<file path="src/design/serial_soc_params.svh">
/*
 * Serial SoC address map and sizes.
 * Regions are selected by byte address bits 11:10.
 */
`ifndef SERIAL_SOC_PARAMS_SVH
`define SERIAL_SOC_PARAMS_SVH

`define SERIAL_BASE 32'h0000_0000
`define RAM_BASE    32'h0000_0400

`define RAM_WORDS   256

// Ring placement inside the RAM, in words.
`define RING_BASE   32
`define RING_WORDS  16

`endif

</file>
<file path="src/design/serial_soc_pkg.sv">
/*
 * Serial SoC package.
 * Bus word types, register selector and the engine and copier state enums.
 */
package serial_soc_pkg;

    typedef logic [31:0] word_t;
    typedef logic [7:0]  byte_t;
    typedef logic [3:0]  strobe_t;

    // Selected by address bits 3:2.
    typedef enum logic [1:0] {
        CONTROL, STATUS, DIVISION, DATA
    } reg_sel_t;

    typedef enum logic [1:0] {
        IDLE, BUSY, DONE
    } engine_state_t;

    typedef enum logic [2:0] {
        WAIT_IRQ, READ_STATUS, READ_DATA, STORE, CLEAR
    } copier_state_t;

    typedef struct packed {
        logic rx_irq_enable;
        logic tx_irq_enable;
    } control_t;

    typedef struct packed {
        logic rx_event;
        logic tx_event;
    } status_t;

endpackage

</file>
<file path="src/design/serial_bus_if.sv">
/*
 * Serial bus link.
 * One master and one target with plain valid/ready strobes.
 */
interface serial_bus_if (
    input bit bus,
    input bit rst
);

    logic                    valid;
    serial_soc_pkg::word_t   address;
    serial_soc_pkg::strobe_t wstrobe; // Non-zero means write.
    serial_soc_pkg::word_t   wdata;
    serial_soc_pkg::word_t   rdata;
    logic                    ready;

    modport master (
        input  bus,
        input  rst,
        output valid,
        output address,
        output wstrobe,
        output wdata,
        input  rdata,
        input  ready
    );

    modport target (
        input  bus,
        input  rst,
        input  valid,
        input  address,
        input  wstrobe,
        input  wdata,
        output rdata,
        output ready
    );

endinterface

</file>
<file path="src/design/rx_copier.sv">
/*
 * Receive copier.
 * Bus master that moves each received byte into a RAM ring on interrupt.
 */
`include "serial_soc_params.svh"

module rx_copier (
    serial_bus_if.master link,
    input bit            irq
);

    localparam serial_soc_pkg::word_t STATUS_ADDR =
        `SERIAL_BASE + (serial_soc_pkg::word_t'(serial_soc_pkg::STATUS) << 2);
    localparam serial_soc_pkg::word_t DATA_ADDR =
        `SERIAL_BASE + (serial_soc_pkg::word_t'(serial_soc_pkg::DATA) << 2);
    localparam serial_soc_pkg::status_t RX_CLEAR = '{rx_event: 1'b1, tx_event: 1'b0};

    serial_soc_pkg::copier_state_t     state;
    serial_soc_pkg::status_t           seen;
    serial_soc_pkg::byte_t             rx_byte;
    logic [$clog2(`RING_WORDS)-1:0]    write_index;
    serial_soc_pkg::word_t             ring_address;

    assign seen         = serial_soc_pkg::status_t'(link.rdata[1:0]);
    assign ring_address = `RAM_BASE
                        + ((`RING_BASE + serial_soc_pkg::word_t'(write_index)) << 2);

    always_ff @(posedge link.bus) begin
        if (link.rst) begin
            state       <= serial_soc_pkg::WAIT_IRQ;
            write_index <= '0;
            rx_byte     <= '0;
        end else begin
            case (state)
                serial_soc_pkg::WAIT_IRQ: begin
                    if (irq) state <= serial_soc_pkg::READ_STATUS;
                end
                serial_soc_pkg::READ_STATUS: begin
                    if (link.ready) begin
                        // Tx events stay with the host.
                        state <= seen.rx_event ? serial_soc_pkg::READ_DATA
                                               : serial_soc_pkg::WAIT_IRQ;
                    end
                end
                serial_soc_pkg::READ_DATA: begin
                    if (link.ready) begin
                        rx_byte <= link.rdata[7:0];
                        state   <= serial_soc_pkg::STORE;
                    end
                end
                serial_soc_pkg::STORE: begin
                    if (link.ready) begin
                        write_index <= write_index + 1'b1; // Wraps at ring end.
                        state       <= serial_soc_pkg::CLEAR;
                    end
                end
                default: begin
                    if (link.ready) state <= serial_soc_pkg::WAIT_IRQ;
                end
            endcase
        end
    end

    always_comb begin
        link.valid   = 1'b1;
        link.address = STATUS_ADDR;
        link.wstrobe = '0;
        link.wdata   = '0;
        case (state)
            serial_soc_pkg::WAIT_IRQ:  link.valid = 1'b0;
            serial_soc_pkg::READ_DATA: link.address = DATA_ADDR;
            serial_soc_pkg::STORE: begin
                link.address = ring_address;
                link.wstrobe = 4'hF;
                link.wdata   = serial_soc_pkg::word_t'(rx_byte);
            end
            serial_soc_pkg::CLEAR: begin
                link.wstrobe = 4'b0001; // Write-one-to-clear rx_event.
                link.wdata   = serial_soc_pkg::word_t'(RX_CLEAR);
            end
            default: ;
        endcase
    end

endmodule

</file>
<file path="src/flat_wrapper.sv">
// flat-port wrapper written by rule: the top's interface ports become plain ports
module rx_copier_flat 
  (irq, bus, rst, link_valid, link_address, link_wstrobe, link_wdata, link_rdata, link_ready);
  serial_bus_if link_i (.bus(bus), .rst(rst));
  input bit irq;
  input wire logic bus;
  input wire logic rst;
  output wire logic [$bits(link_i.valid)-1:0] link_valid;
  output wire logic [$bits(link_i.address)-1:0] link_address;
  output wire logic [$bits(link_i.wstrobe)-1:0] link_wstrobe;
  output wire logic [$bits(link_i.wdata)-1:0] link_wdata;
  input wire logic [$bits(link_i.rdata)-1:0] link_rdata;
  input wire logic [$bits(link_i.ready)-1:0] link_ready;
  assign link_valid = link_i.valid;
  assign link_address = link_i.address;
  assign link_wstrobe = link_i.wstrobe;
  assign link_wdata = link_i.wdata;
  assign link_i.rdata = link_rdata;
  assign link_i.ready = link_ready;
  rx_copier u_core (.link(link_i), .irq(irq));
endmodule
</file>
<file path="config.mk">
export PLATFORM = sky130hd
export DESIGN_NAME = rx_copier_flat
export DESIGN_NICKNAME = d
export VERILOG_FILES = /design/src/design/serial_soc_pkg.sv /design/src/design/serial_bus_if.sv /design/src/design/rx_copier.sv /design/src/flat_wrapper.sv
export VERILOG_INCLUDE_DIRS = /design/src /design/src/design
export SDC_FILE = /design/constraint.sdc
export NUM_CORES = 1
export LEC_CHECK = 0
export BUFFER_PORTS_ARGS = -buffer_cell sky130_fd_sc_hd__buf_2
export CELL_PAD_IN_SITES_DETAIL_PLACEMENT = 0
export CELL_PAD_IN_SITES_GLOBAL_PLACEMENT = 1
export CORE_ASPECT_RATIO = 0.5
export CORE_MARGIN = 5
export CORE_UTILIZATION = 22
export DETAILED_ROUTE_END_ITERATION = 6
export GPL_TIMING_DRIVEN = 0
export PLACE_DENSITY = 0.8
export REMOVE_ABC_BUFFERS = 1
export SLEW_MARGIN = 20
export SYNTH_ARGS = -nofsm -noshare
export SYNTH_HDL_FRONTEND = slang
export SYNTH_SLANG_ARGS = --single-unit
</file>
<file path="constraint.sdc">
create_clock -name bus -period 1.2 [get_ports bus]
set_input_delay 0.12 -clock bus [delete_from_list [all_inputs] [get_ports bus]]
set_output_delay 0.12 -clock bus [all_outputs]
set_load 0.05 [all_outputs]
</file>
-- Word level (Yosys, flattened, before mapping)
Index checks and enable logic that the tools add are counted.
- register bits: 15
- input bits: 36
- word-level logic and storage cells: 30
- add/subtract/negate cells: 3
- eq/ne operators: 8
- multiplexer cells: 11
- reduce and logical (&&, ||, !) cells: 5
- operators by type and width (cell ; number):
    one-hot mux 32 bit (2 select lines) ; 1
    adder 11 x 32 -> 32 bit, first input constant ; 1
    one-hot mux 8 bit (2 select lines) ; 1
    two-way mux 3 bit ; 5
    one-hot mux 3 bit (4 select lines) ; 1
    inequality test 2 bit, second input constant ; 4
    one-hot mux 4 bit (2 select lines) ; 1
    adder 6 x 4 -> 7 bit, first input constant ; 1
    equality test 3 x 2 -> 1 bit, second input constant ; 2
    AND reduction 5 bit ; 1
    adder 4 x 1 -> 4 bit, second input constant ; 1
    AND reduction 2 bit ; 2
    equality test 3 x 1 -> 1 bit, second input constant ; 1
    equality test 3 bit, second input constant ; 1
    logical NOT 3 bit ; 1
    two-way mux 2 bit ; 1
    nonzero test 2 bit ; 1
    two-way mux 1 bit ; 1

-- Depth between registers and ports, before layout
- depth in word-level cells: 3
- gate-level depth with buffers: 5
- depth with buffers taken out: 4

-- Worst setup path after synthesis
No wires, ideal clock.
- path type: register to output
- start: register u_core.state[0]
- end: output port link_address[3]
- arrival: 1.724 ns
- required time: 1.080 ns
- slack: -0.644 ns
- cell stages (with the launch flop): 4
- path through: dfxtp_1 > buf_2 > nor2b_1 > nor3b_1
- word-level cells in the longest chain between the ends: 2
- elaborated cells on any way between the ends: 3
- those cells by class: eq/ne (2); mux (1)
- ends and longest elaborated chain (item ; line ; RTL):
    from (decl) ; rx_copier.sv:18 ; serial_soc_pkg::copier_state_t state;
    from (signal assigned) ; rx_copier.sv:30 ; state <= serial_soc_pkg::WAIT_IRQ;
    from (signal assigned) ; rx_copier.sv:36 ; if (irq) state <= serial_soc_pkg::READ_STATUS;
    from (signal assigned) ; rx_copier.sv:41 ; state <= seen.rx_event ? serial_soc_pkg::READ_DATA
    equality test 3 x 2 -> 1 bit ; rx_copier.sv:69 ; case (state)
    one-hot mux 32 bit (2 select lines) * ; rx_copier.sv:69 ;
    to (decl) ; flat_wrapper.sv:9 ; output wire logic [$bits(link_i.address)-1:0] link_address;
Mark *: on every way between the ends. The rest lies on a longest branch, timed or not.

-- Final worst setup path
- start: register u_core.state[2]
- end: output port link_wdata[7]
- word-level cells in the longest chain between the ends: 2
- elaborated cells on any way between the ends: 3
- those cells by class: eq/ne (2); mux (1)
- ends and longest elaborated chain (item ; line ; RTL):
    equality test 3 bit or equality test 3 x 2 -> 1 bit (tied branches) ; rx_copier.sv:69 ;
    one-hot mux 8 bit (2 select lines) * ; rx_copier.sv:69 ;
    to (decl) ; flat_wrapper.sv:11 ; output wire logic [$bits(link_i.wdata)-1:0] link_wdata;
Marks and branches as above.

==> results.py <==
metrics = {
    "detailed_routing": {
        "drc": 0,
        "drtIter0Drc": 38,
        "wl_mm": 2.453,
        "post_drt_wl_per_cell_um": 10.05,
        "ant_nets": 0,
        "vias": 861,
        "via_per_inst": 3.529,
        "first_pass_iters": 4,
    },
    "clock_tree": {
        "numCtsBuffers": 3,
        "ctsHoldBuffers": 0,
        "clk_latency_ns": 0.24,
        "cts_tree": "yes",
        "clk_pin_slew_ns": 0.06,
        "htreeDepth": 1,
        "clkSinkCount": 15,
        "cts_buffer_depth": 2,
        "root_buffer": "clkbuf_8",
    },
    "min_path": {
        "whs_path_depth": 3,
        "hold_class": "in2reg",
        "hp-start": "link_rdata[2]",
    },
    "logic_synthesis": {
        "seq_area_frac_synth_pct": 26.29,
        "syn_inst": 136,
        "ys_ff_latch": 15,
        "avgSynthCellArea_um2": 8.400,
        "ys_warn_count": 0,
        "synth_area_um2": 1142,
        "ys_types": 25,
    },
    "final_layout": {
        "layout.nets": 212,
        "drive_above_1_share_pct": 37.36,
        "area_growth_pct": 33.19,
        "diodes": 0,
        "mostFrequentLayoutCells": "conb_1, buf_6, dfxtp_1, buf_2, buf_8",
        "num-fill-cells": 525,
        "layout_commonest_cell": "conb_1",
        "fin_area_um2": 1521,
    },
    "timing": {
        "finalSetupViolations": 31,
        "fin_crit_sh_pct": 117.3,
        "setup-tns-final_ns": -4.229,
        "holdWs_ns": 0.1148,
        "report.final.slew_viol_count": 0,
        "skew_ns": 0.006417,
        "rsz0062_at_grt": "yes",
        "hold_viol_final": 0,
        "finalCriticalPeriod_ns": 1.408,
        "layout_setup_ws_ns": -0.2075,
        "fmax_mhz": 710.5,
    },
    "worst_setup_path": {
        "crit_path_cell_trace": "and3b_4 -> and2_1 -> buf_6",
        "rrSetupSlack_ns": -0.14,
        "critPathLaunch": "u_core.state[2]$_SDFFE_PP0P_",
        "r2r-start": "u_core.state[2]$_SDFFE_PP0P_",
        "cp_slowest_cell": "dfxtp_4",
        "reg2reg_depth": 5,
        "worstSetupStartpointType": "register",
        "crit_type": "reg2out",
        "max_stage_delay_ns": 0.36,
        "crit_fanout": 8,
        "end_kind": "output port",
        "arrival_ns": 1.29,
        "cp.required_ns": 1.08,
    },
    "grt": {
        "grtUsageTotal_pct": 6.458,
        "grt_pass1_wl_mm": 3.532,
        "grt_max_degree": 16,
        "antenna_found_initial": 0,
        "grt_pass1_vias": 766,
        "grt_overflow_total": 0,
    },
    "pwr": {
        "p_leak_nw": 0.7383,
        "power_per_cell_area_nw_per_um2": 924.3,
        "power_w": 0.001406,
        "irDropWorstVdd_v": 0.0004127,
    },
    "placement": {
        "dpl.hpwl_mm": 1.660,
        "port_buffers": 30,
        "dp_slack_ns": -0.5189,
        "postPlaceCellArea_um2": 1135,
        "place.gp.congestion": 0.6848,
    },
    "floorplan": {
        "dieArea_um2": 6821,
        "initial_core_util_pct": 22.95,
        "die_y_um": 60.96,
        "fp.dieW_um": 111.9,
        "rows": 18,
        "core-area_um2": 4977,
        "num_io_pins": 105,
    },
    "job": {
        "maxCapViolCount": 0,
    },
    "outcome": {
        "status": "finished, violations left",
        "failed_checks": "negative setup slack",
    },
}
[cells in the mapped netlist]
cell type / number / area (um2)
mux2i_1: 9 / 90.09
a21o_1: 1 / 7.510
and3b_1: 2 / 17.52
or3_1: 4 / 25.02
buf_4: 54 / 405.4
nand4_1: 1 / 6.260
nand2_1: 2 / 7.510
nand4b_4: 1 / 23.77
o21ai_0: 3 / 15.01
nand2b_1: 3 / 18.77
conb_1: 1 / 3.750
nand3_1: 2 / 10.01
a21oi_1: 6 / 30.03
and2_1: 9 / 56.30
and4bb_1: 1 / 12.51
inv_1: 1 / 3.750
dfxtp_1: 15 / 300.3
a22o_1: 1 / 8.760
ha_1: 1 / 12.51
nor3b_1: 1 / 7.510
xor2_1: 1 / 8.760
nor2_1: 11 / 41.29
clkbuf_1: 1 / 3.750
nor2b_1: 1 / 6.260
buf_2: 4 / 20.02
[sequential cells by signal (all words and copies together) (netlist names)]
signal and flops:
u_core.rx_byte 8, u_core.write_index 4, u_core.state 3
[final cells by class]
| class | instances | area (um2) | share of cell area [%] |
|---|---|---|---|
| Clock buffer | 3 | 41.29 | 2.714 |
| Clock inverter | 1 | 5.005 | 0.3289 |
| Inverter | 1 | 3.754 | 0.2467 |
| Multi-Input combinational cell | 111 | 645.6 | 42.43 |
| Sequential cell | 15 | 311.5 | 20.48 |
| Tap cell | 70 | 87.58 | 5.757 |
| Timing Repair Buffer | 43 | 426.7 | 28.04 |
[worst max-delay path: cells and delay by family (launching register included)]
kind                   cells  cell delay (ns)
buffers and inverters      1             0.16
DFF                        1             0.36
and+or+nand+nor            2             0.52
[power by group]
| part | switching (W) | leakage [nW] | internal, W |
|---|---|---|---|
| Combinational | 0.000420 | 0.589 | 0.0000708 |
| Sequential | 0.0000106 | 0.123 | 0.000502 |
| Clock | 0.000173 | 0.0255 | 0.000229 |
[cells by family (layout without fill, tap and decap cells)]
| logic type | after synthesis | count (layout) | share of synthesized area [%] |
|---|---|---|---|
| AO/OA/AOI/OAI | 11 | 11 | 5.367 |
| other | 1 | 50 | 0.3283 |
| XOR/XNOR | 1 | 1 | 0.7668 |
| flip-flops | 15 | 15 | 26.29 |
| AND/OR/NAND/NOR | 38 | 39 | 20.37 |
| buffers and inverters | 60 | 48 | 37.90 |
| multiplexers | 9 | 9 | 7.886 |
| adder cells (fa/ha/maj) | 1 | 1 | 1.095 |
[layer usage]
metal	GRT usage [%]	share of wire [%]	up-vias
li1	-	-	413
met1	6.494	34	394
met2	13.71	55	50
met3	1.195	8.8	4
met4	2.426	1.9	0
met5	0	0	-
[path summary, 6_finish.rpt]
kind | to
setup / recovery | link_wdata[7]
hold / removal | u_core.rx_byte[2]$_SDFFE_PP0P_
setup reg to reg | u_core.write_index[2]$_SDFFE_PP0P_
hold reg to reg | u_core.rx_byte[0]$_SDFFE_PP0P_
[stage by stage]
| stage | utilization [%] | instances |
|---|---|---|
| 2_1_floorplan | - | 126 |
| 5_1_grt | 30.57 | 244 |
| 4_1_cts | 28.91 | 241 |
| 3_5_place_dp | 22.80 | 226 |
| 6_report | 30.57 | 244 |
| 3_3_place_gp | 22.80 | 226 |
[repair_timing]
action,in CTS,in global routing
setup endpoints to repair,30,31
setup buffers,11,3
gates cloned,1,0
gates resized for setup,60,17
pin swaps,4,8
Note: power is estimated with default switching activity, not from simulation.
