$ cat src/design/serial_soc_params.svh
/*
 * Serial SoC address map and sizes.
 * Regions are selected by byte address bits 11:10.
 */
`ifndef SERIAL_SOC_PARAMS_SVH
`define SERIAL_SOC_PARAMS_SVH

`define SERIAL_BASE 32'h0000_0000
`define RAM_BASE    32'h0000_0400

`define RAM_WORDS   256

// Ring placement inside the RAM, in words.
`define RING_BASE   32
`define RING_WORDS  16

`endif

$ cat src/design/serial_soc_pkg.sv
/*
 * Serial SoC package.
 * Bus word types, register selector and the engine and copier state enums.
 */
package serial_soc_pkg;

    typedef logic [31:0] word_t;
    typedef logic [7:0]  byte_t;
    typedef logic [3:0]  strobe_t;

    // Selected by address bits 3:2.
    typedef enum logic [1:0] {
        CONTROL, STATUS, DIVISION, DATA
    } reg_sel_t;

    typedef enum logic [1:0] {
        IDLE, BUSY, DONE
    } engine_state_t;

    typedef enum logic [2:0] {
        WAIT_IRQ, READ_STATUS, READ_DATA, STORE, CLEAR
    } copier_state_t;

    typedef struct packed {
        logic rx_irq_enable;
        logic tx_irq_enable;
    } control_t;

    typedef struct packed {
        logic rx_event;
        logic tx_event;
    } status_t;

endpackage

$ cat src/design/serial_bus_if.sv
/*
 * Serial bus link.
 * One master and one target with plain valid/ready strobes.
 */
interface serial_bus_if (
    input bit bus,
    input bit rst
);

    logic                    valid;
    serial_soc_pkg::word_t   address;
    serial_soc_pkg::strobe_t wstrobe; // Non-zero means write.
    serial_soc_pkg::word_t   wdata;
    serial_soc_pkg::word_t   rdata;
    logic                    ready;

    modport master (
        input  bus,
        input  rst,
        output valid,
        output address,
        output wstrobe,
        output wdata,
        input  rdata,
        input  ready
    );

    modport target (
        input  bus,
        input  rst,
        input  valid,
        input  address,
        input  wstrobe,
        input  wdata,
        output rdata,
        output ready
    );

endinterface

$ cat src/design/bus_fabric.sv
/*
 * Bus fabric.
 * Round-robin arbitration between host and copier, then decode
 * of the granted request onto the serial port or the scratch RAM.
 */
`include "serial_soc_params.svh"

module bus_fabric (
    serial_bus_if.target host,
    serial_bus_if.target copier,
    serial_bus_if.master port,
    serial_bus_if.master ram
);

    localparam serial_soc_pkg::word_t SERIAL_BASE = `SERIAL_BASE;
    localparam serial_soc_pkg::word_t RAM_BASE    = `RAM_BASE;

    logic                    grant_host;
    logic                    grant_copier;
    logic                    last_copier;
    logic                    sel_valid;
    serial_soc_pkg::word_t   sel_address;
    serial_soc_pkg::strobe_t sel_wstrobe;
    serial_soc_pkg::word_t   sel_wdata;
    logic [1:0]              region;
    serial_soc_pkg::word_t   resp_rdata;
    logic                    resp_ready;

    // Last granted master loses a tie.
    assign grant_host   = host.valid && (!copier.valid || last_copier);
    assign grant_copier = copier.valid && !grant_host;

    always_ff @(posedge host.bus) begin
        if (host.rst) begin
            last_copier <= 1'b0;
        end else if (grant_host || grant_copier) begin
            last_copier <= grant_copier;
        end
    end

    always_comb begin
        if (grant_copier) begin
            sel_address = copier.address;
            sel_wstrobe = copier.wstrobe;
            sel_wdata   = copier.wdata;
        end else begin
            sel_address = host.address;
            sel_wstrobe = host.wstrobe;
            sel_wdata   = host.wdata;
        end
    end

    assign sel_valid = grant_host || grant_copier;
    assign region    = sel_address[11:10];

    assign port.valid   = sel_valid && region == SERIAL_BASE[11:10];
    assign port.address = sel_address;
    assign port.wstrobe = sel_wstrobe;
    assign port.wdata   = sel_wdata;

    assign ram.valid    = sel_valid && region == RAM_BASE[11:10];
    assign ram.address  = sel_address;
    assign ram.wstrobe  = sel_wstrobe;
    assign ram.wdata    = sel_wdata;

    always_comb begin
        if (region == SERIAL_BASE[11:10]) begin
            resp_rdata = port.rdata;
            resp_ready = port.ready;
        end else if (region == RAM_BASE[11:10]) begin
            resp_rdata = ram.rdata;
            resp_ready = ram.ready;
        end else begin
            resp_rdata = '0; // Unmapped region.
            resp_ready = 1'b1;
        end
    end

    assign host.ready   = grant_host && resp_ready;
    assign host.rdata   = grant_host ? resp_rdata : '0;
    assign copier.ready = grant_copier && resp_ready;
    assign copier.rdata = grant_copier ? resp_rdata : '0;

endmodule

$ cat src/flat_wrapper.sv
// flat-port wrapper written by rule: the top's interface ports become plain ports
module bus_fabric_flat 
  (bus, rst, host_valid, host_address, host_wstrobe, host_wdata, host_rdata, host_ready, copier_valid, copier_address, copier_wstrobe, copier_wdata, copier_rdata, copier_ready, port_valid, port_address, port_wstrobe, port_wdata, port_rdata, port_ready, ram_valid, ram_address, ram_wstrobe, ram_wdata, ram_rdata, ram_ready);
  serial_bus_if host_i (.bus(bus), .rst(rst));
  serial_bus_if copier_i (.bus(bus), .rst(rst));
  serial_bus_if port_i (.bus(bus), .rst(rst));
  serial_bus_if ram_i (.bus(bus), .rst(rst));
  input wire logic bus;
  input wire logic rst;
  input wire logic [$bits(host_i.valid)-1:0] host_valid;
  input wire logic [$bits(host_i.address)-1:0] host_address;
  input wire logic [$bits(host_i.wstrobe)-1:0] host_wstrobe;
  input wire logic [$bits(host_i.wdata)-1:0] host_wdata;
  output wire logic [$bits(host_i.rdata)-1:0] host_rdata;
  output wire logic [$bits(host_i.ready)-1:0] host_ready;
  input wire logic [$bits(copier_i.valid)-1:0] copier_valid;
  input wire logic [$bits(copier_i.address)-1:0] copier_address;
  input wire logic [$bits(copier_i.wstrobe)-1:0] copier_wstrobe;
  input wire logic [$bits(copier_i.wdata)-1:0] copier_wdata;
  output wire logic [$bits(copier_i.rdata)-1:0] copier_rdata;
  output wire logic [$bits(copier_i.ready)-1:0] copier_ready;
  output wire logic [$bits(port_i.valid)-1:0] port_valid;
  output wire logic [$bits(port_i.address)-1:0] port_address;
  output wire logic [$bits(port_i.wstrobe)-1:0] port_wstrobe;
  output wire logic [$bits(port_i.wdata)-1:0] port_wdata;
  input wire logic [$bits(port_i.rdata)-1:0] port_rdata;
  input wire logic [$bits(port_i.ready)-1:0] port_ready;
  output wire logic [$bits(ram_i.valid)-1:0] ram_valid;
  output wire logic [$bits(ram_i.address)-1:0] ram_address;
  output wire logic [$bits(ram_i.wstrobe)-1:0] ram_wstrobe;
  output wire logic [$bits(ram_i.wdata)-1:0] ram_wdata;
  input wire logic [$bits(ram_i.rdata)-1:0] ram_rdata;
  input wire logic [$bits(ram_i.ready)-1:0] ram_ready;
  assign host_i.valid = host_valid;
  assign host_i.address = host_address;
  assign host_i.wstrobe = host_wstrobe;
  assign host_i.wdata = host_wdata;
  assign host_rdata = host_i.rdata;
  assign host_ready = host_i.ready;
  assign copier_i.valid = copier_valid;
  assign copier_i.address = copier_address;
  assign copier_i.wstrobe = copier_wstrobe;
  assign copier_i.wdata = copier_wdata;
  assign copier_rdata = copier_i.rdata;
  assign copier_ready = copier_i.ready;
  assign port_valid = port_i.valid;
  assign port_address = port_i.address;
  assign port_wstrobe = port_i.wstrobe;
  assign port_wdata = port_i.wdata;
  assign port_i.rdata = port_rdata;
  assign port_i.ready = port_ready;
  assign ram_valid = ram_i.valid;
  assign ram_address = ram_i.address;
  assign ram_wstrobe = ram_i.wstrobe;
  assign ram_wdata = ram_i.wdata;
  assign ram_i.rdata = ram_rdata;
  assign ram_i.ready = ram_ready;
  bus_fabric u_core (.host(host_i), .copier(copier_i), .port(port_i), .ram(ram_i));
endmodule
$ cat config.mk
export PLATFORM = sky130hd
export DESIGN_NAME = bus_fabric_flat
export DESIGN_NICKNAME = d
export VERILOG_FILES = /design/src/design/serial_soc_pkg.sv /design/src/design/serial_bus_if.sv /design/src/design/bus_fabric.sv /design/src/flat_wrapper.sv
export VERILOG_INCLUDE_DIRS = /design/src /design/src/design
export SDC_FILE = /design/constraint.sdc
export NUM_CORES = 1
export LEC_CHECK = 0
export ABC_AREA = 0
export BUFFER_PORTS_ARGS = -buffer_cell sky130_fd_sc_hd__buf_2
export CORE_AREA = 2 2 159 161
export CTS_BUF_LIST = sky130_fd_sc_hd__clkbuf_4
export CTS_CLUSTER_DIAMETER = 40
export DETAILED_ROUTE_END_ITERATION = 16
export DIE_AREA = 0 0 161 163
export PLACE_DENSITY_LB_ADDON = 0.1
export SLEW_MARGIN = 30
export SYNTH_ARGS = -nofsm -noshare
export SYNTH_HDL_FRONTEND = slang
export SYNTH_SLANG_ARGS = --single-unit
$ cat constraint.sdc
create_clock -name bus -period 1.75 [get_ports bus]
set_input_delay 0.175 -clock bus [delete_from_list [all_inputs] [get_ports bus]]
set_output_delay 0.175 -clock bus [all_outputs]
set_load 0.05 [all_outputs]
# == After elaboration in Yosys (flattened, before gate mapping) ==
# Cells that the tools add are included.
# Widths: inputs -> output; s select.
# op_classes
reduce_logical,11
eq_ne,1
mux,9
# op_table
op,n
$mux 32,6
$logic_and 1x1->1,6
$mux 4,1
$eq 2x1->1 const B,1
$logic_not 1->1,2
$logic_not 2->1,1
$logic_or 1x1->1,2
$mux 1,2
# word_totals
inputBits,206
ff_bits,1
word_cells,22

# == Depth between registers and ports, before layout ==
# logic_depth
ltp_word,10
ltp_mapped,6

# == Least setup slack after synthesis ==
# No wires, ideal clock.
# synth_path
path_kind,register to output
startpoint,register u_core.last_copier
endpoint,output ram_address[10]
arrival_time_ns,2.245
stages_incl_launch_ff,6
path_buffers,3
path_slack_ns,-0.670
required_ns,1.575
path_cell_list,dfxtp_1 -> a21boi_2 -> buf_6 -> clkbuf_1 -> o21ai_0 -> buf_4
# synth_via
elab_chain_len,5
# synth_rtl
element,line_no,source
"start, declared",bus_fabric.sv:20,logic last_copier;
"start signal, assigned",bus_fabric.sv:37,last_copier <= grant_copier;
$logic_or 1x1->1,bus_fabric.sv:30,assign grant_host = host.valid && (!copier.valid || last_copier);
$logic_and 1x1->1,bus_fabric.sv:30,
$logic_not 1->1,bus_fabric.sv:31,assign grant_copier = copier.valid && !grant_host;
$logic_and 1x1->1,bus_fabric.sv:31,
$mux 32,bus_fabric.sv:42,if (grant_copier) begin
"end, declared",flat_wrapper.sv:29,output wire logic [$bits(ram_i.address)-1:0] ram_address;
# Every way passes these cells.

# == Worst setup path in the final report ==
# layout_path
startpoint,register u_core.last_copier
endpoint,output copier_rdata[31]
# layout_via
elab_chain_len,9
# layout_rtl
element,line_no,source
$logic_or 1x1->1 *,bus_fabric.sv:30,
$logic_and 1x1->1 *,bus_fabric.sv:30,
$logic_not 1->1 *,bus_fabric.sv:31,
$logic_and 1x1->1 *,bus_fabric.sv:31,
$mux 32,bus_fabric.sv:42,
$eq 2x1->1,bus_fabric.sv:70,end else if (region == RAM_BASE[11:10]) begin
$mux 32,bus_fabric.sv:70,
$mux 32,bus_fabric.sv:67,if (region == SERIAL_BASE[11:10]) begin
$mux 32 *,bus_fabric.sv:82,assign copier.rdata = grant_copier ? resp_rdata : '0;
"end, declared",flat_wrapper.sv:20,output wire logic [$bits(copier_i.rdata)-1:0] copier_rdata;
# Mark *: on every way between the ends. The rest lies on a longest branch, timed or not.

==> impl_metrics.env <==
export IMPL_outcome="completed"
export IMPL_synth_ff_latch_count=1
export IMPL_cp_slowest_stage_delay_ns=0.31
export IMPL_fin_util=0.221
export IMPL_gp_congestion=0.769
export IMPL_period_share=0.964
export IMPL_largest_reg_flops=1
export IMPL_place_area_sq_um=5370
export IMPL_hold_viol=0
export IMPL_clk_transition_reported_paths_ns=0
export IMPL_synth_fp_nets=650
export IMPL_drive_above_1_share=0.719
export IMPL_fin_nets=988
export IMPL_report_final_slew_viol_count=0
export IMPL_synth_area_leaders="mux2_2, buf_4, o21ba_2"
export IMPL_cp_cell_sequence="a21boi_4, buf_4, nand2b_2, buf_12, o21ba_2, buf_2"
export IMPL_hold_ws_ns=0.356
export IMPL_syn_area_per_cell_sq_um=7.19
export IMPL_largest_register="u_core.last_copier"
export IMPL_syn_area_sq_um=3190
export IMPL_grt_pass1_wl_microns=24600
export IMPL_worst_path_max_delay_cell="dfxtp_1"
export IMPL_core_sq_um=24700
export IMPL_worstSetupEndpointType="output pin"
export IMPL_die_h_microns=163
export IMPL_cp_data_required_time_ns=1.57
export IMPL_rows=58
export IMPL_fin_area_sq_um=5450
export IMPL_power_per_cell_area_nw_per_um2=484
export IMPL_ys_flop_type="dfxtp_1"
export IMPL_relSlewSlack=0.768
export IMPL_async_flop_share=0
export IMPL_first_pass_iters=4
export IMPL_hp_class="input pin to flip-flop"
export IMPL_tightest_slew_ns=0.348
export IMPL_yosysWarnings=0
export IMPL_start_kind="flip-flop"
export IMPL_ios=410
export IMPL_yosysSeqAreaShare=0.00627
export IMPL_synth_edf_count=0
export IMPL_insertion_delay_ns=0
export IMPL_fmax_mhz=593
export IMPL_grt_pass1_vias=4153
export IMPL_p_leak_nw=2.84
export IMPL_start_util=0.129
export IMPL_setup_viol=0
export IMPL_fin_crit_ns=1.69
export IMPL_grt_max_degree=39
export IMPL_num_fill_cells=2867
export IMPL_dp_hpwl_microns=15000
export IMPL_maxCapViolations=0
export IMPL_grt_overflow=0
export IMPL_fp_dieArea_sq_um=26200
export IMPL_area_delta_synth_final_pct=70.5
export IMPL_wirelength_microns=17500
export IMPL_skew_ns=0
export IMPL_avgViaCountPerCell=3.83
export IMPL_yosys_area_top_type="mux2_2"
export IMPL_layout_commonest_cell="buf_2"
export IMPL_dp_cells=1106
export IMPL_critical_path_class="flip-flop to output pin"
export IMPL_ant_nets=0
export IMPL_drt_iter0_drc=122
export IMPL_port_buffers=409
export IMPL_yosys_area_top_type_share=0.233
export IMPL_fp_dieW_microns=161
export IMPL_wl_per_cell_microns=15.8
export IMPL_syn_instance_count=444
export IMPL_worstPathMaxFanout=34
export IMPL_vias=4255
export IMPL_largest_registers="u_core.last_copier x1"
export IMPL_drc=0
export IMPL_ir_worst_vdd_v=0.000315
export IMPL_synth_cell_types=24
export IMPL_final_cells=1111
export IMPL_antenna_found_initial=1
export IMPL_grt_total_usage=0.118
export IMPL_layout_common_cells="buf_2, mux2_2, nand2_1"
export IMPL_cp_arrival_ns=1.51
## power by group
part | switching (mW) | internal (mW) | leakage [nW]
combinational | 1.82 | 0.794 | 2.83
sequential | 0.00178 | 0.0252 | 0.00835
clock | 0 | 0.0000000764 | 0.00000634
total | 1.82 | 0.819 | 2.84
## area by class of cell
type	count	area (sq um)	share of cell area
inverters	2	7.51	0.00138
diodes	1	2.50	0.000459
repair buffers	439	2450	0.450
well taps	330	413	0.0758
multi-input cells	338	2550	0.469
flip-flops and latches	1	20.0	0.00368
## synth_stat cells (13+ instances only)
library cell and count:
buf_4 71, mux2_2 66, nand2_1 34, nand2b_1 33, a21o_1 32, a21oi_1 32, and2_1 32, nor2b_1 32
o21ba_2 32, o21ai_0 19, clkbuf_1 16, o21ai_1 15, buf_2 13
## cell families (layout without fill, tap and decap cells)
kind of cell | count (synthesis) | in the layout | share of synthesized area
other cells | 0 | 1 | 0
flops | 1 | 1 | 0.00627
compound gates | 135 | 135 | 0.292
mux | 69 | 69 | 0.247
simple gates | 134 | 134 | 0.236
buf+inv | 105 | 441 | 0.219
## stage by stage
stage | setup TNS, ns | power [mW] | worst slack [ns]
after CTS | 0 | 2.65 | 0.0162
after detailed placement | 0 | 2.64 | 0.000233
after global placement | 0 | 2.66 | 0.00260
after floorplan | -2.06 | 2.06 | -0.151
final | 0 | 2.64 | 0.0637
after global routing | -0.000121 | 2.78 | -0.000121
## per-layer routing
| metal | vias to the layer above | share of wire | global-route usage | wire length [microns] |
|---|---|---|---|---|
| met5 | - | 0 | 0 | 0 |
| met4 | 0 | 0.0081 | 0.00893 | 142 |
| met3 | 8 | 0.083 | 0.0326 | 1450 |
| met2 | 189 | 0.51 | 0.218 | 9030 |
| met1 | 1934 | 0.39 | 0.142 | 6920 |
| li1 | 2124 | - | - | - |
## repair_timing
action / CTS / global route
hold buffers: 0 / 0
endpoints found under the hold margin: 0 / 0
buffers inserted: 1 / 3
endpoints found under the setup margin: 5 / 93
pin swaps: 1 / 1
gates resized for setup: 0 / 21
## path summary, 6_finish.rpt
check                       endpoint  slack [ns]               start  cells past startpoint
hold / removal    u_core.last_copier        0.36                 rst                      2
setup reg to reg  u_core.last_copier        0.96  u_core.last_copier                      3
setup / recovery    copier_rdata[31]        0.06  u_core.last_copier                      6
hold reg to reg   u_core.last_copier        0.69  u_core.last_copier                      4
## worst max-delay path, delay by kind of cell (launching register included)
| kind | cells | cell delay, ns |
|---|---|---|
| compound gates | 2 | 0.48 |
| buf+inv | 3 | 0.61 |
| simple gates | 1 | 0.07 |
| flops | 1 | 0.31 |
Power figures use the tool's default switching activity.
