**src/design/serial_soc_params.svh**
```systemverilog
/*
 * Serial SoC address map and sizes.
 * Regions are selected by byte address bits 11:10.
 */
`ifndef SERIAL_SOC_PARAMS_SVH
`define SERIAL_SOC_PARAMS_SVH

`define SERIAL_BASE 32'h0000_0000
`define RAM_BASE    32'h0000_0400

`define RAM_WORDS   256

// Ring placement inside the RAM, in words.
`define RING_BASE   32
`define RING_WORDS  16

`endif

```
**src/design/serial_soc_pkg.sv**
```systemverilog
/*
 * Serial SoC package.
 * Bus word types, register selector and the engine and copier state enums.
 */
package serial_soc_pkg;

    typedef logic [31:0] word_t;
    typedef logic [7:0]  byte_t;
    typedef logic [3:0]  strobe_t;

    // Selected by address bits 3:2.
    typedef enum logic [1:0] {
        CONTROL, STATUS, DIVISION, DATA
    } reg_sel_t;

    typedef enum logic [1:0] {
        IDLE, BUSY, DONE
    } engine_state_t;

    typedef enum logic [2:0] {
        WAIT_IRQ, READ_STATUS, READ_DATA, STORE, CLEAR
    } copier_state_t;

    typedef struct packed {
        logic rx_irq_enable;
        logic tx_irq_enable;
    } control_t;

    typedef struct packed {
        logic rx_event;
        logic tx_event;
    } status_t;

endpackage

```
**src/design/serial_bus_if.sv**
```systemverilog
/*
 * Serial bus link.
 * One master and one target with plain valid/ready strobes.
 */
interface serial_bus_if (
    input bit bus,
    input bit rst
);

    logic                    valid;
    serial_soc_pkg::word_t   address;
    serial_soc_pkg::strobe_t wstrobe; // Non-zero means write.
    serial_soc_pkg::word_t   wdata;
    serial_soc_pkg::word_t   rdata;
    logic                    ready;

    modport master (
        input  bus,
        input  rst,
        output valid,
        output address,
        output wstrobe,
        output wdata,
        input  rdata,
        input  ready
    );

    modport target (
        input  bus,
        input  rst,
        input  valid,
        input  address,
        input  wstrobe,
        input  wdata,
        output rdata,
        output ready
    );

endinterface

```
**src/design/serial_port.sv**
```systemverilog
/*
 * Serial port.
 * 8N1 transmitter and receiver with control, status, division
 * and data registers, and an interrupt on enabled events.
 */
module serial_port (
    serial_bus_if.target link,
    input  bit           rx,
    output bit           tx,
    output bit           irq
);

    localparam int BITS_PER_FRAME = 10; // Start, 8 data, stop.
    localparam int BIT_INDEX_MAX  = BITS_PER_FRAME - 1;

    serial_soc_pkg::reg_sel_t      sel;
    logic                          reg_write;
    logic [1:0]                    status_clear;
    logic [1:0]                    status_set;
    logic                          tx_start;
    serial_soc_pkg::control_t      control;
    serial_soc_pkg::status_t       status;
    serial_soc_pkg::word_t         division;
    serial_soc_pkg::byte_t         rx_data;

    serial_soc_pkg::engine_state_t tx_state;
    serial_soc_pkg::word_t         tx_count;
    logic [3:0]                    tx_index;
    serial_soc_pkg::byte_t         tx_shift;

    serial_soc_pkg::engine_state_t rx_state;
    serial_soc_pkg::word_t         rx_count;
    logic [3:0]                    rx_index;
    serial_soc_pkg::byte_t         rx_shift;

    function automatic serial_soc_pkg::word_t merge_bytes(
        serial_soc_pkg::word_t   old_value,
        serial_soc_pkg::word_t   new_value,
        serial_soc_pkg::strobe_t strobe
    );
        serial_soc_pkg::word_t result;
        result = old_value;
        for (int i = 0; i < 4; i++) begin
            if (strobe[i]) begin
                result[8*i +: 8] = new_value[8*i +: 8];
            end
        end
        return result;
    endfunction

    assign sel       = serial_soc_pkg::reg_sel_t'(link.address[3:2]);
    assign reg_write = link.valid && link.ready && |link.wstrobe;
    assign tx_start  = reg_write && sel == serial_soc_pkg::DATA && link.wstrobe[0];

    assign status_clear = (reg_write && sel == serial_soc_pkg::STATUS && link.wstrobe[0])
                        ? link.wdata[1:0] : 2'b00;
    assign status_set   = {rx_state == serial_soc_pkg::DONE, tx_state == serial_soc_pkg::DONE};

    always_ff @(posedge link.bus) begin
        if (link.rst) begin
            control  <= '0;
            status   <= '0;
            division <= '0;
        end else begin
            if (reg_write && sel == serial_soc_pkg::CONTROL && link.wstrobe[0]) begin
                control <= serial_soc_pkg::control_t'(link.wdata[1:0]);
            end
            if (reg_write && sel == serial_soc_pkg::DIVISION) begin
                division <= merge_bytes(division, link.wdata, link.wstrobe);
            end
            // A new event wins over a clear in the same cycle.
            status <= serial_soc_pkg::status_t'((status & ~status_clear) | status_set);
        end
    end

    always_ff @(posedge link.bus) begin
        if (link.rst) begin
            tx_state <= serial_soc_pkg::IDLE;
            tx       <= 1'b1;
            tx_count <= '0;
            tx_index <= '0;
            tx_shift <= '0;
        end else begin
            case (tx_state)
                serial_soc_pkg::IDLE: begin
                    if (tx_start) begin
                        tx_state <= serial_soc_pkg::BUSY;
                        tx_count <= division;
                        tx_index <= 4'(BIT_INDEX_MAX);
                        tx_shift <= link.wdata[7:0];
                        tx       <= 1'b0; // Start bit.
                    end
                end
                serial_soc_pkg::BUSY: begin
                    if (tx_count != 0) begin
                        tx_count <= tx_count - 1;
                    end else if (tx_index != 0) begin
                        tx_count      <= division;
                        tx            <= tx_index == 1 || tx_shift[0];
                        tx_shift[6:0] <= tx_shift[7:1];
                        tx_index      <= tx_index - 1;
                    end else begin
                        tx_state <= serial_soc_pkg::DONE;
                    end
                end
                default: begin
                    tx_state <= serial_soc_pkg::IDLE;
                end
            endcase
        end
    end

    always_ff @(posedge link.bus) begin
        if (link.rst) begin
            rx_state <= serial_soc_pkg::IDLE;
            rx_data  <= '0;
            rx_count <= '0;
            rx_index <= '0;
            rx_shift <= '0;
        end else begin
            case (rx_state)
                serial_soc_pkg::IDLE: begin
                    if (!rx) begin
                        rx_state <= serial_soc_pkg::BUSY;
                        rx_count <= division;
                        rx_index <= 4'(BIT_INDEX_MAX);
                    end
                end
                serial_soc_pkg::BUSY: begin
                    if (rx_index != 0) begin
                        if (rx_count == division / 2) begin
                            rx_shift <= {rx, rx_shift[7:1]}; // Mid-bit sample.
                        end
                        if (rx_count != 0) begin
                            rx_count <= rx_count - 1;
                        end else begin
                            rx_count <= division;
                            rx_index <= rx_index - 1;
                        end
                    end else if (rx) begin
                        rx_data  <= rx_shift;
                        rx_state <= serial_soc_pkg::DONE;
                    end
                end
                default: begin
                    rx_state <= serial_soc_pkg::IDLE;
                end
            endcase
        end
    end

    always_comb begin
        case (sel)
            serial_soc_pkg::CONTROL:  link.rdata = serial_soc_pkg::word_t'(control);
            serial_soc_pkg::STATUS:   link.rdata = serial_soc_pkg::word_t'(status);
            serial_soc_pkg::DIVISION: link.rdata = division;
            default:                  link.rdata = serial_soc_pkg::word_t'(rx_data);
        endcase
    end

    assign link.ready = 1'b1;
    assign irq = control.tx_irq_enable && status.tx_event
              || control.rx_irq_enable && status.rx_event;

endmodule

```
**src/flat_wrapper.sv**
```systemverilog
// flat-port wrapper written by rule: the top's interface ports become plain ports
module serial_port_flat 
  (rx, tx, irq, bus, rst, link_valid, link_address, link_wstrobe, link_wdata, link_rdata, link_ready);
  serial_bus_if link_i (.bus(bus), .rst(rst));
  input  bit rx;
  output bit tx;
  output bit irq;
  input wire logic bus;
  input wire logic rst;
  input wire logic [$bits(link_i.valid)-1:0] link_valid;
  input wire logic [$bits(link_i.address)-1:0] link_address;
  input wire logic [$bits(link_i.wstrobe)-1:0] link_wstrobe;
  input wire logic [$bits(link_i.wdata)-1:0] link_wdata;
  output wire logic [$bits(link_i.rdata)-1:0] link_rdata;
  output wire logic [$bits(link_i.ready)-1:0] link_ready;
  assign link_i.valid = link_valid;
  assign link_i.address = link_address;
  assign link_i.wstrobe = link_wstrobe;
  assign link_i.wdata = link_wdata;
  assign link_rdata = link_i.rdata;
  assign link_ready = link_i.ready;
  serial_port u_core (.link(link_i), .rx(rx), .tx(tx), .irq(irq));
endmodule
```
**config.mk**
```make
export PLATFORM = sky130hd
export DESIGN_NAME = serial_port_flat
export DESIGN_NICKNAME = d
export VERILOG_FILES = /design/src/design/serial_soc_params.svh /design/src/design/serial_soc_pkg.sv /design/src/design/serial_bus_if.sv /design/src/design/serial_port.sv /design/src/flat_wrapper.sv
export SDC_FILE = /design/constraint.sdc
export NUM_CORES = 1
export LEC_CHECK = 0
export BUFFER_PORTS_ARGS = -buffer_cell sky130_fd_sc_hd__buf_2
export CELL_PAD_IN_SITES_DETAIL_PLACEMENT = 1
export CELL_PAD_IN_SITES_GLOBAL_PLACEMENT = 1
export CORE_MARGIN = 4
export CORE_UTILIZATION = 35
export DETAILED_ROUTE_END_ITERATION = 8
export PLACE_DENSITY_LB_ADDON = 0.1
export SETUP_SLACK_MARGIN = 0.3
export SLEW_MARGIN = 30
export SYNTH_ARGS = -nofsm -noshare
export SYNTH_HDL_FRONTEND = slang
export SYNTH_SLANG_ARGS = --single-unit
```
**constraint.sdc**
```tcl
create_clock -name bus -period 3.9 [get_ports bus]
set_input_delay 0.585 -clock bus [delete_from_list [all_inputs] [get_ports bus]]
set_output_delay 0.585 -clock bus [all_outputs]
set_load 0.01 [all_outputs]
```
After elaboration in Yosys (flattened, before gate mapping)
Index checks and enable logic that the tools add are counted. W data, S select, Z words.

Add/sub/neg operators: 4. Equality and inequality tests: 19. Mux-type cells: 34. Bitwise logic cells: 4. Reductions and logical operators: 35.

Operators with widths (number): $mux W32 (6); $pmux W32 S2 (2); $pmux W32 S3 (1); $reduce_bool A32 Y1 (2); $sub A32 B1 Y32 const B (2); $eq A32 B31 Y1 (1); $mux W4 (6); $mux W7 (3); $reduce_and A3 Y1 (6); $pmux W4 S2 (2); $mux W2 (7); $pmux W7 S2 (1); $ne A2 B2 Y1 const B (6); $logic_and A1 B1 Y1 (10); $reduce_and A2 Y1 (5); $eq A2 B2 Y1 const B (4); $pmux W2 S2 (2); $reduce_and A4 Y1 (2); $reduce_bool A4 Y1 (2); $sub A4 B1 Y4 const B (2); $eq A2 B1 Y1 const B (3); $logic_not A2 Y1 (3); $ne A2 B1 Y1 const B (3); $eq A4 B1 Y1 const B (1); other kinds (10) (14).

Flip-flop bits (word level): 137. Bits of input ports: 72. Logic and storage cells: 115.

Logic depth before layout (Yosys ltp)
Gate-level depths: netlist of run 1.

Depth after elaboration: 8. Depth in mapped cells: 11. Mapped depth without buffers: 9.

Worst setup path before layout of run 1
OpenSTA, ideal clock, no wires.

Path type: reg2reg. Start: register u_core.tx_count[24]. End: register u_core.tx_count[31]. Library setup time: 138 ps. Data arrival time: 2323 ps. Path slack: 1439 ps. Cell stages (with the launch flop): 10. Path buffers: 3. Clock period less this slack: 2461 ps. Path through: dfxtp_1 or4_4 or3_4 nor3_1 buf_4 a31oi_1 buf_6 nand2_1 buf_4 o32ai_1.

Cells in the longest elaborated chain, start to end: 3. Elaborated cells on any way between the ends: 6. Classes of those cells: 1 x add/sub; 1 x eq/ne; 2 x mux; 2 x reduce/logical.

Ends and longest elaborated chain: from (decl) (line serial_port.sv:27) `serial_soc_pkg::word_t tx_count;`; from (signal assigned) (line serial_port.sv:88) `tx_count <= division;`; from (signal assigned) (line serial_port.sv:96) `tx_count <= tx_count - 1;`; from (signal assigned) (line serial_port.sv:98) `tx_count <= division;`; $sub A32 B1 Y32 / $reduce_bool A32 Y1 (equally long branches) (line serial_port.sv:96, serial_port.sv:95); $mux W32 / $ne A3 B1 Y1 (equally long branches); $pmux W32 S2 / $reduce_and A3 Y1 (equally long branches).

Several ways; a longest one is shown, not always the timed one. A chain may end at the register's enable or synchronous reset.

Final worst setup path of run 1
Start: register u_core.tx_count[24]. End: register u_core.tx_count[29].

The elaborated chain is that of the path after synthesis.

==> flow_metrics.tcl, run 1 <==
set metrics [dict create \
    postCtsSetupBuffers 0 \
    power.leakage_nw 3.440 \
    grt_max_degree 73 \
    grt_use_total_pct 22.22 \
    synth_simple_gate_area_share_pct 27.71 \
    grt_pass1_wl_microns 42770 \
    cts_tree "built" \
    rows 54 \
    irDropWorstVdd_mv 0.2120 \
    mostFrequentLayoutCell "dfxtp_1" \
    drc 0 \
    max_freq_ghz 0.3259 \
    fillers 2622 \
    critPathArrivalTime_ns 3.41 \
    r2r_cells 7 \
    cap_violations 0 \
    antenna_found_initial 0 \
    grt_pass1_vias 7374 \
    worstPathCellList "or4_4 -> or3_4 -> nor3_1 -> nor2_2 -> buf_4 -> a31o_2 -> a221oi_2" \
    synth_cell_types 66 \
    slew_viol_final 0 \
    cts_made_buffers 17 \
    drive_above_1_share_pct 17.28 \
    clkLatencyLatePin_ns 0.43 \
    cpPeakStageDelay_ns 0.59 \
    synth-async-reset-ratio_pct 0 \
    die-width_microns 157.9 \
    worst_slew_pin_slew_ns 0.9010 \
    status "complete, no violations" \
    whs_path_depth 2 \
    hold_start "rx" \
    cp.required_ns 4.24 \
    clock_sinks 137 \
    dpl.hpwl_microns 19510 \
    postRouteWirelength_microns 27140 \
    io_buffers 75 \
    ctsResizeCount 0 \
    finish.utilization_pct 41.48 \
    layout_common_cells "dfxtp_1 (137), nand2_1 (108), a21oi_1 (83)" \
    critPathLaunchType "register" \
    cts_max_level 4 \
    power.density_mw_per_mm2 471.6 \
    synthAdderAreaFrac_pct 1.432 \
    drtIter0Drc 365 \
    detail_route.wl_per_cell_microns 20.60 \
    ctsLongestPathBuffers 2 \
    areaGrowthSynthToFinish_pct 15.85 \
    crit_fanout 16 \
    cp_top_family "simple AND/OR/NAND/NOR gates" \
    avgViaCountPerCell 5.543 \
    place_congestion 0.8547 \
    skew_ns 0.01489 \
    cts_root_buffer "clkbuf_16" \
    synth_flop_cell "dfxtp_1" \
    relSlewSlack_pct 39.93 \
    synth.avg_cell_area_sq_um 8.089 \
    path_class "register to register" \
    fp.dieH_microns 157.9 \
    ys_seq_elements 137 \
    setup_violations 0 \
    crit_buf_inv 1 \
    synth_xor_area_share_pct 5.570 \
    ys_seq_area_share_pct 34.88 \
    synth-compound-area-share_pct 19.32 \
    dieArea_sq_mm 0.02493 \
    grt_overflow 0 \
    start_util_pct 35.81 \
    muxShareOfSynthArea_pct 5.745 \
    period_share_pct 78.68 \
    firstDrtPassIters 4 \
    netlist_instances 972 \
    cts_hold_buf 0 \
    crit_start "u_core.tx_count[24]$_SDFFE_PP0P_" \
    hold_viol_final 0 \
    synth-edff-count 0 \
    crit_cells 7 \
    critical_path.slowest_cell "or4_4" \
    clk_pin_slew_ns 0.06 \
    rsz0062_at_grt "false" \
    syn_nets 1053 \
    critPathCaptureType "register" \
    synth_top_family_by_area "simple AND/OR/NAND/NOR gates" \
    min_period_ns 3.069 \
    worstHoldPathType "primary input to register" \
    antenna_left 0 \
    core_sq_mm 0.02196 \
    syn_area_sq_mm 0.007863 \
    ys_warn_count 0 \
    vias 7300 \
    num_io_pins 107 \
    finalSetupTns_ns 0 \
    r2r_start "u_core.tx_count[24]$_SDFFE_PP0P_" \
    final_nets 1105 \
]
==> worst register-to-register path, stage by stage, from the launching register on <==
cell      delay [ns]
dfxtp_1         0.37
or4_4           0.59
or3_4           0.41
nor3_1          0.53
nor2_2          0.29
buf_4           0.29
a31o_2          0.26
a221oi_2        0.25
==> per-layer routing <==
layer | share of wire [%] | track usage [%] | vias to the layer above
li1 | - | - | 3602
met1 | 46 | 30.14 | 3602
met2 | 50 | 37.33 | 77
met3 | 2.7 | 3.362 | 19
met4 | 1.2 | 5.203 | 0
met5 | 0 | 0 | -
==> synth_stat cells (all sizes together), types with 3 or more instances <==
master,count,area [sq um]
buf,21,138.9
a21oi,83,415.4
a311oi,5,43.79
nor2b,13,81.33
nor3b,7,52.55
and3,9,56.30
o21a,3,22.52
and2,37,231.5
or3,15,108.9
xor2,10,87.58
dfxtp,137,2743
a31oi,5,31.28
a22oi,5,37.54
o32ai,11,156.4
a32o,3,30.03
mux2,5,56.30
ha,9,112.6
mux2i,35,350.3
o21ai,41,212.7
nand2b,7,43.79
nand4,21,131.4
inv,28,105.1
or4,11,86.33
nor4,33,234.0
nand2,109,425.4
nand3,29,145.1
clkbuf,46,172.7
o31ai,5,65.06
xnor2,40,350.3
a221oi,4,60.06
nor3,41,205.2
o211ai,6,45.04
a211oi,30,245.2
a211o,3,26.28
nor2,79,296.5
or2,3,18.77
==> metrics by stage <==
step           cell area, sq um  hold WS [ns]  setup WS (ns)  instances  power (mW)
3_3_place_gp               8491        0.4522         0.8915       1285       2.606
4_1_cts                    9106        0.3715         0.8390       1316       4.346
6_report                   9109        0.3789         0.8314       1317       4.295
3_5_place_dp               8496        0.4542         0.8224       1285       2.618
5_1_grt                    9106        0.3889         0.6239       1316       4.537
2_1_floorplan              7863        0.4357          1.439        972       2.327
==> where the power goes <==
part | internal (mW) | switching, mW | total [mW]
Sequential | 1.47 | 0.113 | 1.59
Combinational | 0.372 | 0.634 | 1.01
Clock | 1.05 | 0.650 | 1.70
Total | 2.90 | 1.40 | 4.30
==> cell type report <==
class	instances	area [sq um]	share of cell area [%]
clock buffers	20	466.7	5.124
clock inverters	11	143.9	1.580
well taps	280	350.3	3.846
repair buffers	100	565.5	6.209
flip-flops and latches	137	2743	30.11
diodes	1	2.502	0.02747
multi-input cells	740	4732	51.95
inverters	28	105.1	1.154
==> path summary, 6_finish.rpt <==
path | slack (ns) | end
setup / recovery | 0.83 | u_core.tx_count[29]$_SDFFE_PP0P_
hold / removal | 0.38 | u_core.rx_state[0]$_SDFFE_PP0P_
setup reg to reg | 0.83 | u_core.tx_count[29]$_SDFFE_PP0P_
hold reg to reg | 0.46 | u_core.tx_shift[7]$_SDFFE_PP0P_
==> state kept, by name, summed over array words and instances (netlist names), 2 cells and up <==
name	flops
u_core.rx_data	8
u_core.rx_shift	8
u_core.rx_state	2
u_core.rx_index	4
u_core.division	32
u_core.rx_count	32
u_core.status	2
u_core.tx_count	32
u_core.tx_shift	8
u_core.control	2
u_core.tx_index	4
u_core.tx_state	2
==> cell families (layout without fill, tap and decap cells) <==
kind of cell,Yosys count,in the layout
DFF,137,137
other,1,2
xor gates and xnor gates,50,50
and+or+nand+nor,421,421
muxes,42,42
adders and majority gates,9,9
AOI/OAI and AO/OA,217,217
buffers and inverters,95,159
No activity file was read; power rests on OpenSTA's default activity.
==> inputs of run 2 (changes only) <==
--- a/config.mk
+++ b/config.mk
@@ -5,6 +5,7 @@
 export SDC_FILE = /design/constraint.sdc
 export NUM_CORES = 1
 export LEC_CHECK = 0
+export ABC_AREA = 1
 export BUFFER_PORTS_ARGS = -buffer_cell sky130_fd_sc_hd__buf_2
 export CELL_PAD_IN_SITES_DETAIL_PLACEMENT = 1
 export CELL_PAD_IN_SITES_GLOBAL_PLACEMENT = 1
==> constraint.sdc (replaced) <==
create_clock -name bus -period 3.2 [get_ports bus]
set_input_delay 0.48 -clock bus [delete_from_list [all_inputs] [get_ports bus]]
set_output_delay 0.48 -clock bus [all_outputs]
set_load 0.01 [all_outputs]
==> run 2 against run 1 <==
  * Maximum frequency is 20% higher
  * First-iteration DRC count is 61% higher
  * Hold slack worse by 0.040 ns
  * Combinational power is 77% higher
  * Global-route usage is 2.2 points higher
  * Area after synthesis is 8.5% higher
  * Sequential power is 23% higher
  * Clock power is 16% higher
  * Setup slack worse by 0.18 ns
  * Routed wire length is 19% higher
  * Critical endpoint is now u_core.tx_index[1]$_SDFFE_PP0P_
==> flow_metrics.tcl, run 2 <==
set metrics [dict create \
    status "complete, no violations" \
    cpPeakStageDelay_ns 0.65 \
    path_class "register to register" \
    start_util_pct 35.91 \
    grt_overflow 0 \
    max_freq_ghz 0.3919 \
    mostFrequentLayoutCell "nand2_1" \
    num_antenna_cells 0 \
    synth-edff-count 0 \
    areaGrowthSynthToFinish_pct 14.29 \
    ctsLongestPathBuffers 2 \
    vias 9169 \
    postCtsSetupBuffers 0 \
    drive_above_1_share_pct 11.23 \
    hold_slack_ns 0.3394 \
    syn_nets 1485 \
    cts_max_level 4 \
    pre_cts_slack_ns 0.6737 \
    yosysTopAreaCell "dfxtp_1" \
    synth.avg_cell_area_sq_um 6.075 \
    grt_pass1_wl_microns 51150 \
    dieArea_sq_mm 0.02693 \
    critPathLaunchType "register" \
    final-instance-count-excl-fill 1797 \
    netlist_instances 1404 \
    synth.top_cell.area_share_pct 32.15 \
    clk_pin_slew_ns 0.07 \
    postRouteWirelength_microns 32370 \
    num_io_pins 107 \
    period_share_pct 79.75 \
    die-width_microns 164.1 \
    cts_root_buffer "clkbuf_16" \
    ctsResizeCount 0 \
    ys_seq_elements 137 \
    critPathCaptureType "register" \
    rsz0062_at_grt "false" \
    finalSetupTns_ns 0 \
    irDropWorstVdd_mv 0.2715 \
    grt_use_total_pct 24.43 \
    cts_made_buffers 17 \
    io_buffers 75 \
    drtIter0Drc 586 \
    fin_ws_ns 0.6480 \
    final_nets 1546 \
    drc 0 \
    hold_viol_final 0 \
    synth-async-reset-ratio_pct 0 \
    power.leakage_nw 4.605 \
    clkLatencyLatePin_ns 0.44 \
    fp.dieH_microns 164.1 \
    cap_violations 0 \
    cts_hold_buf 0 \
    cp.required_ns 3.51 \
    core_sq_mm 0.02375 \
    crit_fanout 17 \
    detail_route.wl_per_cell_microns 18.01 \
    worstHoldPathType "primary input to register" \
    synthTopCellsByArea "dfxtp_1 (32%), nand2_1 (17%), nor2_1 (11%)" \
    grt_pass1_vias 9103 \
    firstDrtPassIters 4 \
    synth.most_common_cell "nand2_1" \
    slew_viol_final 0 \
    layout_common_cells "nand2_1 (380), nor2_1 (244), inv_1 (148)" \
    syn_area_sq_mm 0.008529 \
    antenna_found_initial 0 \
    ys_warn_count 0 \
    synth_flop_cell "dfxtp_1" \
    synth_cell_types 39 \
    critPathArrivalTime_ns 2.86 \
    power.density_mw_per_mm2 587.1 \
    place_congestion 0.9268 \
    synth_common_cells "nand2_1 (380), nor2_1 (245), inv_1 (149), dfxtp_1 (137), a21oi_1 (107)" \
    min_period_ns 2.552 \
    worstPathCellList "nor2_2 -> nand2_2 -> nor2_2 -> nand2_2 -> o21ai_2 -> nand3_2 -> a21oi_1 -> nor2_1" \
    relSlewSlack_pct 46.57 \
    avgViaCountPerCell 5.102 \
    antenna_left 0 \
    dpl.hpwl_microns 24370 \
    dpl.cell_count 1765 \
    cts_tree "built" \
    clock_sinks 137 \
    critical_path.slowest_cell "o21ai_2" \
    grt_max_degree 41 \
    skew_ns 0.01986 \
    fillers 3225 \
    rows 56 \
    ys_seq_area_share_pct 32.15 \
    worst_slew_pin_slew_ns 0.8014 \
    setup_violations 0 \
    reg_top3 "u_core.division x32, u_core.rx_count x32, u_core.tx_count x32" \
]
-- run 2: stage by stage --
step | power [mW] | cell area (sq um) | util (%)
6_report | 5.723 | 9748 | 41.04
5_1_grt | 6.090 | 9748 | 41.04
4_1_cts | 5.758 | 9742 | 41.01
3_5_place_dp | 3.766 | 9168 | 38.60
3_3_place_gp | 3.732 | 9168 | 38.60
2_1_floorplan | 3.235 | 8529 | -
-- run 2: cell families (layout without fill, tap and decap cells) --
group | Yosys count | after routing | share of synthesized area, %
xor gates and xnor gates | 38 | 38 | 3.902
and+or+nand+nor | 791 | 791 | 38.77
buffers and inverters | 203 | 277 | 10.14
adders and majority gates | 9 | 9 | 1.320
DFF | 137 | 137 | 32.15
AOI/OAI and AO/OA | 225 | 225 | 13.67
other | 1 | 1 | 0.04397
-- run 2: cell type report --
class	instances	area (sq um)	area share [%]
Clock buffer	17	425.4	4.364
Clock inverter	15	148.9	1.527
Inverter	154	580.6	5.956
Multi-Input combinational cell	1064	4931	50.58
Sequential cell	137	2743	28.14
Tap cell	319	399.1	4.094
Timing Repair Buffer	91	520.5	5.339
-- run 2: routing by layer --
metal | global-route usage (%) | routed length, microns | vias up | part of all wire (%)
met4 | 5.185 | 364 | 0 | 1.1
met1 | 35.15 | 16240 | 4395 | 50
met3 | 3.413 | 1286 | 27 | 4.0
li1 | - | - | 4564 | -
met5 | 0 | 0 | - | 0
met2 | 39.00 | 14480 | 183 | 45
-- run 2: final timing paths --
kind	from	to	slack (ns)	depth (start not counted)
worst max-delay path	u_core.tx_count[8]$_SDFFE_PP0P_	u_core.tx_index[1]$_SDFFE_PP0P_	0.65	8
worst min-delay path	link_wdata[8]	u_core.division[8]$_SDFFE_PP0P_	0.34	3
worst max register to register	u_core.tx_count[8]$_SDFFE_PP0P_	u_core.tx_index[1]$_SDFFE_PP0P_	0.65	8
worst min register to register	u_core.tx_shift[7]$_SDFFE_PP0P_	u_core.tx_shift[7]$_SDFFE_PP0P_	0.46	2
-- run 2: critical path, delay by kind of cell, from the launching register on --
kind	cells	cell delay, ns
simple gates	6	1.17
compound gates	2	0.90
flops	1	0.36
-- run 2: power by group --
group / leakage (nW) / switching, mW / total [mW] / internal, mW
Clock: 0.283 / 0.929 / 1.97 / 1.04
Sequential: 1.11 / 0.145 / 1.96 / 1.82
Combinational: 3.21 / 1.24 / 1.79 / 0.547
==> inputs of run 3 (changes only) <==
==> constraint.sdc (replaced) <==
create_clock -name bus -period 2.4 [get_ports bus]
set_input_delay 0.36 -clock bus [delete_from_list [all_inputs] [get_ports bus]]
set_output_delay 0.36 -clock bus [all_outputs]
set_load 0.01 [all_outputs]
==> run 3 against run 2 <==
  * Critical path depth increased by 3
  * Hold slack worse by 0.12 ns
  * Largest cell class unchanged
  * Clock power rose by 45%
  * First-iteration DRC count down 14%
  * Highest routed layer unchanged
  * Critical endpoint is now u_core.rx_count[10]$_SDFFE_PP0P_
==> flow_metrics.tcl, run 3 (synthesized netlist as in run 2, its figures left out) <==
set metrics [dict create \
    place_congestion 0.9266 \
    cts_max_level 4 \
    ctsLongestPathBuffers 2 \
    rows 56 \
    clkLatencyLatePin_ns 0.44 \
    status "complete, no violations" \
    whs_path_depth 3 \
    crit_fanout 17 \
    antenna_found_initial 0 \
    cts_tree "built" \
    avgViaCountPerCell 5.097 \
    num_antenna_cells 0 \
    firstDrtPassIters 5 \
    cp.required_ns 2.73 \
    worstPathCellList "inv_1 -> ha_1 -> nand3_1 -> nand2_2 -> nand2_4 -> buf_6 -> nand2_1 -> nor3_1 -> o21ai_0 -> a21oi_1 -> nor2_1" \
    vias 9266 \
    cts_root_buffer "clkbuf_16" \
    power.density_mw_per_mm2 797.0 \
    power_mw 7.992 \
    power.leakage_nw 4.751 \
    r2r_start "u_core.rx_index[0]$_SDFFE_PP0P_" \
    grt_max_degree 45 \
    antenna_left 0 \
    r2r_setup_slack_ns 0.41 \
    final-instance-count-excl-fill 1818 \
    cap_violations 0 \
    clk_pin_slew_ns 0.07 \
    crit_buf_inv 2 \
    critPathArrivalTime_ns 2.33 \
    die-width_microns 164.1 \
    critPathCaptureType "register" \
    cp_top_family "simple AND/OR/NAND/NOR gates" \
    grt_pass1_vias 9238 \
    dpl.cell_count 1782 \
    irDropWorstVdd_mv 0.4610 \
    drc 0 \
    io_buffers 75 \
    grt_overflow 0 \
    num_io_pins 107 \
    postRouteWirelength_microns 32670 \
    worst_slew_pin_slew_ns 0.6546 \
    drive_above_1_share_pct 12.88 \
    worstHoldPathType "primary input to register" \
    clock_sinks 137 \
    path_class "register to register" \
    areaGrowthSynthToFinish_pct 17.57 \
    cts_made_buffers 17 \
    critPathLaunchType "register" \
    hold_start "link_wdata[25]" \
    cpPeakStageDelay_ns 0.34 \
    start_util_pct 35.91 \
    skew_ns 0.01308 \
    hold_viol_final 0 \
    drtIter0Drc 505 \
    final_nets 1567 \
    setup_violations 0 \
    hold_slack_ns 0.2209 \
    r2r_cells 11 \
    min_period_ns 1.995 \
    fp.dieH_microns 164.1 \
    critical_path.slowest_cell "dfxtp_1" \
    timing.rr.end "u_core.rx_count[10]$_SDFFE_PP0P_" \
    core_sq_mm 0.02375 \
    period_share_pct 83.12 \
    cts_hold_buf 0 \
    rsz0062_at_grt "true" \
    holdPathEnd "u_core.division[25]$_SDFFE_PP0P_" \
    max_freq_ghz 0.5013 \
    relSlewSlack_pct 56.25 \
    dpl.hpwl_microns 24830 \
    mostFrequentLayoutCell "nand2_1" \
    layout_common_cells "nand2_1 (378), nor2_1 (240), inv_1 (148)" \
    detail_route.wl_per_cell_microns 17.97 \
    grt_pass1_wl_microns 51230 \
    slew_viol_final 0 \
    reg_top3 "u_core.division x32, u_core.rx_count x32, u_core.tx_count x32" \
    grt_use_total_pct 24.53 \
    dieArea_sq_mm 0.02693 \
    finalSetupTns_ns 0 \
]
## run 3: cell types whose count changed in the layout (fill, tap and decap cells not counted), sizes merged
| cell | change |
|---|---|
| buf | +21 |
| bufinv | +2 |
| clkinv | -2 |
## run 3: worst max-delay path by stage
stage / start / endpoint / cells after the start
2_1_floorplan: u_core.rx_index[0]$_SDFFE_PP0P_ / u_core.rx_count[14]$_SDFFE_PP0P_ / 9
3_3_place_gp: u_core.rx_index[0]$_SDFFE_PP0P_ / u_core.rx_count[3]$_SDFFE_PP0P_ / 11
3_5_place_dp: u_core.rx_index[0]$_SDFFE_PP0P_ / u_core.rx_count[3]$_SDFFE_PP0P_ / 11
4_1_cts: u_core.rx_index[0]$_SDFFE_PP0P_ / u_core.rx_count[10]$_SDFFE_PP0P_ / 11
5_1_grt: u_core.rx_index[0]$_SDFFE_PP0P_ / u_core.rx_count[10]$_SDFFE_PP0P_ / 11
6_report: u_core.rx_index[0]$_SDFFE_PP0P_ / u_core.rx_count[10]$_SDFFE_PP0P_ / 11
## run 3: timing repair
item / 4_1_cts / 5_1_grt
pin swaps: 1 / 1
hold endpoints to repair: 0 / 0
setup endpoints to repair: 15 / 59
setup buffers: 4 / 0
gates resized for setup: 2 / 16
## run 3: report_power, final
group	internal, mW	leakage, nW	total, mW	switching (mW)
clock network	1.60	0.305	2.86	1.26
logic	0.814	3.33	2.52	1.71
registers	2.43	1.11	2.61	0.188
## run 3: area by class of cell
| type | instances | area [sq um] |
|---|---|---|
| inverter | 154 | 585.6 |
| fill | 3204 | 13720 |
| multi-input combinational | 1064 | 4971 |
| clock inverter | 15 | 197.7 |
| tap | 319 | 399.1 |
| sequential | 137 | 2743 |
| clock buffer | 17 | 425.4 |
| timing repair buffer | 112 | 706.9 |
## run 3: per-layer routing
layer | up-vias | GRT usage (%) | wire, microns
li1 | 4611 | - | -
met1 | 4437 | 35.05 | 16490
met2 | 182 | 38.74 | 14360
met3 | 36 | 3.312 | 1269
met4 | 0 | 6.786 | 550
met5 | - | 0 | 0
## run 3: metrics by stage
step	util (%)	instance area, sq um	worst slack, ns
floorplan	-	8529	0.8094
global placement	39.19	9308	0.2883
detailed placement	39.19	9308	0.2434
CTS	41.98	9971	0.2940
global route	42.22	10030	0.2394
finish	42.22	10030	0.4051
## run 3: worst register-to-register path, cell delays in order (launching register included)
cell	delay (ns)
dfxtp_1	0.34
inv_1	0.09
ha_1	0.20
nand3_1	0.17
nand2_2	0.13
nand2_4	0.10
buf_6	0.22
nand2_1	0.12
nor3_1	0.22
o21ai_0	0.12
a21oi_1	0.14
nor2_1	0.05
